--- src/include/mmu_rx_regs_params.svh ---
/*
 * MMU receive register block parameters
 * bus widths, block identifier, group codes, register counts per group
 * and the reset values of the configuration registers
 */
`ifndef MMU_RX_REGS_PARAMS_SVH
`define MMU_RX_REGS_PARAMS_SVH

// --------------------
// cpu bus
`define MMU_RX_A_WTH            24
`define MMU_RX_D_WTH            32
`define MMU_RX_BLOCK_ID         12'h001

// --------------------
// group codes, address bits [9:7]
`define MMU_RX_GRP_CFG          3'd0
`define MMU_RX_GRP_ERR          3'd1
`define MMU_RX_GRP_STA          3'd2
`define MMU_RX_GRP_CNT          3'd3

// registers per group
`define MMU_RX_N_CFG            3
`define MMU_RX_N_ERR            4
`define MMU_RX_N_STA            2
`define MMU_RX_N_CNT            7

// --------------------
// configuration reset values
`define MMU_RX_TIMER_1US_INIT   8'd200
`define MMU_RX_TMOUT_US_INIT    16'hffff
`define MMU_RX_RX_CFG_INIT      32'h80000012

`endif

--- src/design/reg_map_pkg.sv ---
/*
 * Register map types
 * splits the 24-bit cpu address into block id, reserved bits, group and
 * index, and carries the decoded access to the register groups
 */
`include "mmu_rx_regs_params.svh"

package reg_map_pkg;

    // index takes what is left below the group field
    localparam int IDX_W = `MMU_RX_A_WTH - 17;

    typedef struct packed {
        logic [11:0]      block_id;
        logic [1:0]       rsvd;
        logic [2:0]       group;
        logic [IDX_W-1:0] index;
    } cpu_addr_t;

    typedef enum logic [2:0] {
        GRP_CFG = `MMU_RX_GRP_CFG,
        GRP_ERR = `MMU_RX_GRP_ERR,
        GRP_STA = `MMU_RX_GRP_STA,
        GRP_CNT = `MMU_RX_GRP_CNT
    } reg_group_e;

    // decoded access, valid in the cycle the address is presented
    typedef struct packed {
        logic                     hit;
        reg_group_e               group;
        logic [IDX_W-1:0]         index;
        logic                     wr_cfg;
        logic                     wr_err;
        logic [`MMU_RX_D_WTH-1:0] wdata;
    } reg_access_t;

endpackage

--- src/design/mmu_rx_pkg.sv ---
/*
 * MMU receive path types
 * error flags, status words, event strobes, configuration outputs
 * and the event counter bank
 */
`include "mmu_rx_regs_params.svh"

package mmu_rx_pkg;

    typedef struct packed {
        logic [31:0] rxbd_err;
        logic [31:0] rxpkt_err;
        logic [15:0] axi_tmout_err;
        logic [31:0] eoc_tag_ff_stat;
    } rx_err_flags_t;

    typedef struct packed {
        logic [31:0] rxbd_sta;
        logic [31:0] rxpkt_sta;
    } rx_status_t;

    // single-cycle strobes, one count each
    typedef struct packed {
        logic [3:0] rxpkt_en;
        logic       txpkt_en;
        logic       rxbd_en;
        logic       rdcmd_en;
    } rx_events_t;

    typedef struct packed {
        logic [7:0]  timer_1us;
        logic [15:0] tmout_us;
        logic [31:0] rx_cfg;
    } rx_cfg_t;

    // 0 rxbd, 1 rdcmd, 2..5 rxpkt0..3, 6 txpkt
    typedef logic [`MMU_RX_N_CNT-1:0][`MMU_RX_D_WTH-1:0] cnt_bank_t;

endpackage

--- src/design/mmu_rx_addr_decode.sv ---
/*
 * Address decode
 * checks block id, reserved bits and the index range of the group,
 * then forms hit and the group write enables
 */
`include "mmu_rx_regs_params.svh"

module mmu_rx_addr_decode (
    input  reg_map_pkg::cpu_addr_t    addr,
    input  logic                      wr,
    input  logic [`MMU_RX_D_WTH-1:0]  wdata,
    output reg_map_pkg::reg_access_t  access
);
    import reg_map_pkg::*;

    logic blk_ok;
    logic idx_ok;

    assign blk_ok = (addr.block_id == `MMU_RX_BLOCK_ID) && (addr.rsvd == 2'b00);

    always_comb begin
        access       = '0;
        access.group = reg_group_e'(addr.group);
        access.index = addr.index;
        access.wdata = wdata;

        // holes in the map and groups 4..7 never hit
        case (access.group)
            GRP_CFG: idx_ok = (addr.index < `MMU_RX_N_CFG);
            GRP_ERR: idx_ok = (addr.index < `MMU_RX_N_ERR);
            GRP_STA: idx_ok = (addr.index < `MMU_RX_N_STA);
            GRP_CNT: idx_ok = (addr.index < `MMU_RX_N_CNT);
            default: idx_ok = 1'b0;
        endcase

        access.hit    = blk_ok && idx_ok;
        access.wr_cfg = wr && access.hit && (access.group == GRP_CFG);
        access.wr_err = wr && access.hit && (access.group == GRP_ERR);

        // status and counters are read-only, so only two groups take writes
        assert ($onehot0({access.wr_cfg, access.wr_err}))
            else $error("decode: more than one group write enable");
    end

endmodule

--- src/design/mmu_rx_cfg_regs.sv ---
/*
 * Configuration registers
 * microsecond timer divider, timeout in microseconds and the receive
 * configuration word, written from the cpu and driven out as levels
 */
`include "mmu_rx_regs_params.svh"

module mmu_rx_cfg_regs (
    input  logic                      clk_sys,
    input  logic                      rst,
    input  reg_map_pkg::reg_access_t  access,
    output mmu_rx_pkg::rx_cfg_t       cfg
);

    // --------------------
    // register bank
    always_ff @(posedge clk_sys or posedge rst) begin
        if (rst) begin
            cfg.timer_1us <= `MMU_RX_TIMER_1US_INIT;
            cfg.tmout_us  <= `MMU_RX_TMOUT_US_INIT;
            cfg.rx_cfg    <= `MMU_RX_RX_CFG_INIT;
        end else if (access.wr_cfg) begin
            // narrow registers keep the low bits of the write data
            case (access.index)
                7'd0: cfg.timer_1us <= access.wdata[7:0];
                7'd1: cfg.tmout_us  <= access.wdata[15:0];
                7'd2: cfg.rx_cfg    <= access.wdata;
                default: begin
                end
            endcase
        end
    end

    // --------------------
    // checks
    // an X on the cpu data bus would land straight in the config outputs
    a_wdata_known: assert property (
        @(posedge clk_sys) disable iff (rst)
        access.wr_cfg |-> !$isunknown(access.wdata)
    ) else $error("cfg: write data has X while writing");

endmodule

--- src/design/mmu_rx_err_regs.sv ---
/*
 * Sticky error registers
 * each flag bit that is high sets its bit, a cpu write of one clears it,
 * and a set in the same cycle wins over the clear
 */
module mmu_rx_err_regs (
    input  logic                        clk_sys,
    input  logic                        rst,
    input  reg_map_pkg::reg_access_t    access,
    input  mmu_rx_pkg::rx_err_flags_t   flags,
    output mmu_rx_pkg::rx_err_flags_t   err_q
);
    import mmu_rx_pkg::*;

    rx_err_flags_t clr;

    // --------------------
    // write-one-to-clear mask, by index
    always_comb begin
        clr = '0;
        if (access.wr_err) begin
            case (access.index)
                7'd0: clr.rxbd_err        = access.wdata;
                7'd1: clr.rxpkt_err       = access.wdata;
                7'd2: clr.axi_tmout_err   = access.wdata[15:0];
                7'd3: clr.eoc_tag_ff_stat = access.wdata;
                default: begin
                end
            endcase
        end
    end

    // --------------------
    // sticky bits
    always_ff @(posedge clk_sys or posedge rst) begin
        if (rst) begin
            err_q <= '0;
        end else begin
            // clear first, then or in the flags so a live flag survives
            err_q <= (err_q & ~clr) | flags;
        end
    end

endmodule

--- src/design/mmu_rx_event_cnt.sv ---
/*
 * Event counters
 * seven 32-bit counters, one per receive path strobe, with a common
 * clear that wins over increment; counters wrap
 */
`include "mmu_rx_regs_params.svh"

module mmu_rx_event_cnt (
    input  logic                    clk_sys,
    input  logic                    rst,
    input  mmu_rx_pkg::rx_events_t  events,
    input  logic                    cnt_reg_clr,
    output mmu_rx_pkg::cnt_bank_t   counts
);

    logic [`MMU_RX_N_CNT-1:0] inc;

    // bank order: rxbd, rdcmd, rxpkt0..3, txpkt
    assign inc = {events.txpkt_en, events.rxpkt_en, events.rdcmd_en, events.rxbd_en};

    always_ff @(posedge clk_sys or posedge rst) begin
        if (rst) begin
            counts <= '0;
        end else if (cnt_reg_clr) begin
            counts <= '0;
        end else begin
            for (int i = 0; i < `MMU_RX_N_CNT; i++) begin
                if (inc[i]) begin
                    counts[i] <= counts[i] + 1'b1;
                end
            end
        end
    end

    // clear must leave every counter at zero, strobes or not
    a_clr_wins: assert property (
        @(posedge clk_sys) disable iff (rst)
        cnt_reg_clr |=> (counts == '0)
    ) else $error("cnt: counter nonzero after clear");

endmodule

--- src/design/mmu_rx_read_mux.sv ---
/*
 * Registered read path
 * stage 1 picks one word per group by index and keeps group and hit,
 * stage 2 picks the group; two cycles from address to data
 */
`include "mmu_rx_regs_params.svh"

module mmu_rx_read_mux (
    input  logic                        clk_sys,
    input  logic                        rst,
    input  reg_map_pkg::reg_access_t    access,
    input  mmu_rx_pkg::rx_cfg_t         cfg,
    input  mmu_rx_pkg::rx_err_flags_t   err_q,
    input  mmu_rx_pkg::rx_status_t      status,
    input  mmu_rx_pkg::cnt_bank_t       counts,
    output logic [`MMU_RX_D_WTH-1:0]    cpu_data_out
);
    import reg_map_pkg::*;

    logic [31:0] cfg_word;
    logic [31:0] err_word;
    logic [31:0] sta_word;
    logic [31:0] cnt_word;
    reg_group_e  grp_q;
    logic        hit_q;

    // --------------------
    // stage 1, per-group select
    always_ff @(posedge clk_sys) begin
        case (access.index)
            7'd0: cfg_word <= {24'd0, cfg.timer_1us};
            7'd1: cfg_word <= {16'd0, cfg.tmout_us};
            7'd2: cfg_word <= cfg.rx_cfg;
            default: cfg_word <= '0;
        endcase
        case (access.index)
            7'd0: err_word <= err_q.rxbd_err;
            7'd1: err_word <= err_q.rxpkt_err;
            7'd2: err_word <= {16'd0, err_q.axi_tmout_err};
            7'd3: err_word <= err_q.eoc_tag_ff_stat;
            default: err_word <= '0;
        endcase
        case (access.index)
            7'd0: sta_word <= status.rxbd_sta;
            7'd1: sta_word <= status.rxpkt_sta;
            default: sta_word <= '0;
        endcase
        if (access.index < `MMU_RX_N_CNT) begin
            cnt_word <= counts[access.index[2:0]];
        end else begin
            cnt_word <= '0;
        end
    end

    always_ff @(posedge clk_sys or posedge rst) begin
        if (rst) begin
            grp_q <= GRP_CFG;
            hit_q <= 1'b0;
        end else begin
            grp_q <= access.group;
            hit_q <= access.hit;
        end
    end

    // --------------------
    // stage 2, group select
    always_ff @(posedge clk_sys or posedge rst) begin
        if (rst) begin
            cpu_data_out <= '0;
        end else if (!hit_q) begin
            cpu_data_out <= '0;
        end else begin
            case (grp_q)
                GRP_CFG: cpu_data_out <= cfg_word;
                GRP_ERR: cpu_data_out <= err_word;
                GRP_STA: cpu_data_out <= sta_word;
                GRP_CNT: cpu_data_out <= cnt_word;
                default: cpu_data_out <= '0;
            endcase
        end
    end

    // decode only hits defined groups
    a_grp_defined: assert property (
        @(posedge clk_sys) disable iff (rst)
        hit_q |-> (grp_q inside {GRP_CFG, GRP_ERR, GRP_STA, GRP_CNT})
    ) else $error("read: hit on an undefined group code");

endmodule

--- src/design/mmu_rx_regs.sv ---
/*
 * MMU receive register block
 * cpu view of the receive path: configuration, sticky errors, status and
 * event counters, read back through a two-stage registered path
 */
`include "mmu_rx_regs_params.svh"

module mmu_rx_regs (
    input  logic                        clk_sys,
    input  logic                        rst,

    // cpu side
    input  reg_map_pkg::cpu_addr_t      cpu_addr,
    input  logic [`MMU_RX_D_WTH-1:0]    cpu_data_in,
    input  logic                        cpu_wr,
    output logic [`MMU_RX_D_WTH-1:0]    cpu_data_out,
    input  logic                        cnt_reg_clr,

    // receive path side
    input  mmu_rx_pkg::rx_err_flags_t   err_flags,
    input  mmu_rx_pkg::rx_status_t      status,
    input  mmu_rx_pkg::rx_events_t      events,
    output mmu_rx_pkg::rx_cfg_t         cfg_out
);
    import reg_map_pkg::*;
    import mmu_rx_pkg::*;

    reg_access_t   access;
    rx_err_flags_t err_q;
    cnt_bank_t     counts;

    // --------------------
    // decode
    mmu_rx_addr_decode decode0 (
        .addr    (cpu_addr),
        .wr      (cpu_wr),
        .wdata   (cpu_data_in),
        .access  (access)
    );

    // --------------------
    // register groups
    mmu_rx_cfg_regs cfg0 (
        .clk_sys (clk_sys),
        .rst     (rst),
        .access  (access),
        .cfg     (cfg_out)
    );

    mmu_rx_err_regs err0 (
        .clk_sys (clk_sys),
        .rst     (rst),
        .access  (access),
        .flags   (err_flags),
        .err_q   (err_q)
    );

    mmu_rx_event_cnt cnt0 (
        .clk_sys     (clk_sys),
        .rst         (rst),
        .events      (events),
        .cnt_reg_clr (cnt_reg_clr),
        .counts      (counts)
    );

    // --------------------
    // read back
    mmu_rx_read_mux read0 (
        .clk_sys      (clk_sys),
        .rst          (rst),
        .access       (access),
        .cfg          (cfg_out),
        .err_q        (err_q),
        .status       (status),
        .counts       (counts),
        .cpu_data_out (cpu_data_out)
    );

endmodule

--- config.mk ---
export PLATFORM = sky130hd
export DESIGN_NAME = mmu_rx_regs
export DESIGN_NICKNAME = d
export VERILOG_FILES = /design/src/design/reg_map_pkg.sv /design/src/design/mmu_rx_pkg.sv /design/src/design/mmu_rx_addr_decode.sv /design/src/design/mmu_rx_cfg_regs.sv /design/src/design/mmu_rx_err_regs.sv /design/src/design/mmu_rx_event_cnt.sv /design/src/design/mmu_rx_read_mux.sv /design/src/design/mmu_rx_regs.sv
export VERILOG_INCLUDE_DIRS = /design/src /design/src/include
export SDC_FILE = /design/constraint.sdc
export NUM_CORES = 1
export LEC_CHECK = 0
export BUFFER_PORTS_ARGS = -buffer_cell sky130_fd_sc_hd__buf_2
export CAP_MARGIN = 10
export CORE_AREA = 2 2 386 235
export DETAILED_ROUTE_END_ITERATION = 6
export DIE_AREA = 0 0 388 237
export HOLD_SLACK_MARGIN = 0.02
export PLACE_DENSITY = 0.54
export SYNTH_ARGS = -nofsm -noshare
export SYNTH_HDL_FRONTEND = slang
export SYNTH_SLANG_ARGS = --single-unit
--- constraint.sdc ---
create_clock -name clk_sys -period 20 [get_ports clk_sys]
set_input_delay 4 -clock clk_sys [delete_from_list [all_inputs] [get_ports clk_sys]]
set_output_delay 4 -clock clk_sys [all_outputs]
set_load 0.02 [all_outputs]
==> flow_summary.ini <==
[clock_tree]
root_buffer = sky130_fd_sc_hd__clkbuf_16
cts_tree = yes
clkLatencyLatePin_ps = 610
cts_num_sinks = 556
holdBufCountCts = 0
cts_made_buffers = 51
worst_setup_hold_path_clk_slew_ps = 70
post_cts.repair.setup_buffers = 0
clk_path_buf_depth = 3
postCtsResizedCells = 0
cts-htree-levels = 2

[die]
design.die.area_mm2 = 0.0920
initial_utilization_pct = 29.8
design.portCount = 331
floorplan.core_area_mm2 = 0.0887
num_rows = 85
fp.dieH_um = 237
die_w_um = 388

[route]
highest_layer = met5
route.final.wire_length_mm = 83.0
drtAntennaViolNets = 0
firstDrtPassIters = 5
drtIter0Drc = 1842
drc = 0
met3_wirelength_mm = 6.35
detail_route.wirelength.met1_mm = 41.9
routed-via-count = 21008
vias_per_cell = 5.27
post_detailed_route_wirelength_per_cell_um = 20.8
wl_met2_mm = 33.5

[pwr]
powerDensity_mw_per_mm2 = 73.9
power.leakage_nw = 12.0
design_power_total_mw = 2.27
power.ir.vdd_worst_mv = 0.0679

[cells_and_area]
fillers = 8990
ff_latch_area_mm2 = 0.0133
finish.utilization_pct = 34.7
multi_input_area_mm2 = 0.0121
final_common_cell = sky130_fd_sc_hd__dfrtp_1
most-common-layout-cells = 406 x sky130_fd_sc_hd__dfrtp_1, 327 x sky130_fd_sc_hd__buf_2, 217 x sky130_fd_sc_hd__a21oi_1
finalNetCount = 3019
drive_gt1_share_pct = 21.8
post_layout_nonfiller_instances = 3985
area_delta_synth_final_pct = 16.5

[logic_synthesis]
netlist-cell-type-count = 53
synth.area.mux_share_pct = 11.4
ys_warn_count = 0
synth.area.top_cells = sky130_fd_sc_hd__dfrtp_1 38%, sky130_fd_sc_hd__dfxtp_1 9.7%, sky130_fd_sc_hd__a21oi_1 4.1%, sky130_fd_sc_hd__mux4_2 4.1%, sky130_fd_sc_hd__o31ai_1 4.1%
ys_async_sr_fraction_pct = 77.0
ys_seq_elements = 556
synth_compound_gate_area_share_pct = 13.6
postSynthNetCount = 2788
avg_inst_size_synth_um2 = 10.4
synth-adder-area-share_pct = 0.332
post_synth_and_or_nand_nor_area_fraction_pct = 18.3
synth_xor_area_share_pct = 2.26
dominant_combinational_cell_family_by_area_after_synthesis = simple AND/OR/NAND/NOR gates
synth_seq_area_share_pct = 50.4
number_of_instances_in_the_synthesized_netlist = 2538
synth-edff-count = 0
synth_area_mm2 = 0.0264
yosys.area.top_type = sky130_fd_sc_hd__dfrtp_1
postSynth.topFlopCell = sky130_fd_sc_hd__dfrtp_1
post-synth-top-area-fraction_pct = 38.5

[sta]
fin_worst_hold_slack_ps = 474
fin_setup_tns_ps = 0
final-hold-violation-count = 0
setup_viol_count_final = 0
tightest_slew_ps = 1180
fmax_ghz = 0.148
rsz0062_at_grt = false
finalCriticalPeriod_ps = 6770
relSlewSlack_pct = 20.9
skew_ps = 21.6
finalCritPeriodShare_pct = 33.8
final_max_slew_viol_count = 0

[placed_design]
hpwlAfterDp_mm = 59.6
last_weighted_congestion_value_of_the_routability_driven_placer = 0.838
place.port_buffers = 330
numPlacedInstances = 3889

[global_route]
antenna_found_initial = 5
first_pass_grt_wire_length_mm = 128
gr-total-overflow = 0
grt.total_usage_pct = 17.7
grt_start_max_net_pins = 179
vias_in_the_first_global_route = 20112

[setup_path]
criticalPathCategory = primary input to flip-flop
crit_end = err0.err_q[30]
crit-reg2reg-capture = cnt0.counts[63]
startpoint = cpu_addr[1]
timing.critical_path.fanout_max = 63
critical_path.startpoint_type = primary input
register_to_register_setup_slack_ps = 17320
crit_path_end_kind = flip-flop
critPathRequiredTime_ps = 20480
regToRegStartpoint = cnt0.counts[32]
reg2regPathDepth = 4
worst_ep_arrival_time_ps = 7250

[outcome]
status = completed

[hold_path]
hp-class = flip-flop to flip-flop

[job]
cap_violations = 0
final cells by class:
| cell class | count | area share [%] |
|---|---|---|
| clock buffer | 71 | 4.70 |
| clock inverter | 23 | 0.798 |
| multi-input combinational | 1744 | 39.5 |
| timing repair buffer | 360 | 6.22 |
| inverter | 56 | 0.708 |
| tap | 1174 | 4.78 |
| sequential | 556 | 43.3 |
| antenna | 1 | 0.00814 |
synthesized netlist by cell type, types with 29 or more instances:
library cell,number
sky130_fd_sc_hd__and3_1,44
sky130_fd_sc_hd__mux4_2,48
sky130_fd_sc_hd__mux2i_1,95
sky130_fd_sc_hd__o21ai_0,51
sky130_fd_sc_hd__nand4_1,52
sky130_fd_sc_hd__clkbuf_1,129
sky130_fd_sc_hd__dfxtp_1,128
sky130_fd_sc_hd__xor2_1,31
sky130_fd_sc_hd__nand2b_1,66
sky130_fd_sc_hd__dfrtp_1,406
sky130_fd_sc_hd__or4_1,98
sky130_fd_sc_hd__a21o_1,32
sky130_fd_sc_hd__nand3_1,62
sky130_fd_sc_hd__or3_1,83
sky130_fd_sc_hd__a21oi_1,217
sky130_fd_sc_hd__mux2_4,30
sky130_fd_sc_hd__o31ai_1,143
sky130_fd_sc_hd__nor3_1,29
sky130_fd_sc_hd__a22oi_1,72
sky130_fd_sc_hd__o2bb2ai_1,31
sky130_fd_sc_hd__nor2_1,205
sky130_fd_sc_hd__inv_1,56
sky130_fd_sc_hd__mux2_2,46
sky130_fd_sc_hd__nand2_1,164
sky130_fd_sc_hd__xnor2_1,37
worst max-delay path, stage by stage:
cell,delay (ps)
sky130_fd_sc_hd__buf_4,690
sky130_fd_sc_hd__and2_1,680
sky130_fd_sc_hd__nand4_1,940
sky130_fd_sc_hd__nor3_2,570
sky130_fd_sc_hd__buf_6,240
sky130_fd_sc_hd__a31oi_1,100
kinds of logic (layout without fill, tap and decap cells):
| logic type | count (synthesis) | in the layout |
|---|---|---|
| buffers and inverters | 238 | 510 |
| AND/OR/NAND/NOR | 885 | 885 |
| flip-flops | 556 | 556 |
| other | 0 | 1 |
| adder cells (fa/ha/maj) | 7 | 7 |
| AO/OA/AOI/OAI | 565 | 565 |
| multiplexers | 219 | 219 |
| XOR/XNOR | 68 | 68 |
how the worst min path moves through the flow:
stage	startpoint	endpoint	cells past startpoint
CTS	err0.err_q[35]	err0.err_q[35]	1
global placement	err0.err_q[32]	err0.err_q[32]	1
floorplan	err0.err_q[32]	err0.err_q[32]	1
finish	err0.err_q[43]	err0.err_q[43]	1
global route	err0.err_q[47]	err0.err_q[47]	1
detailed placement	err0.err_q[40]	err0.err_q[40]	1
registers in the layout, summed over array words and instances (netlist names):
name                flops
read0.err_word         32
read0.cpu_data_out     32
read0.hit_q             1
cfg0.cfg               56
read0.cfg_word         32
read0.sta_word         32
cnt0.counts           224
read0.grp_q             3
read0.cnt_word         32
err0.err_q            112
stage by stage:
stage	cell area, µm²	worst slack [ps]
after floorplan	26400	4120
after global placement	29000	12130
after detailed placement	29000	12100
after CTS	30700	12730
after global routing	30700	12980
final	30700	13240
power breakdown:
part           switching (mW)  total [mW]  internal, mW
clock                   0.459        1.02         0.560
sequential            0.00594        1.13          1.12
combinational          0.0800       0.121        0.0407
total                   0.545        2.27          1.73
routing by layer:
layer | up-vias | GRT usage, %
met5 | - | 0
met4 | 6 | 2.84
met3 | 96 | 4.26
met2 | 612 | 24.0
met1 | 10490 | 28.4
li1 | 9804 | -
(Power assumes the default switching activity.)
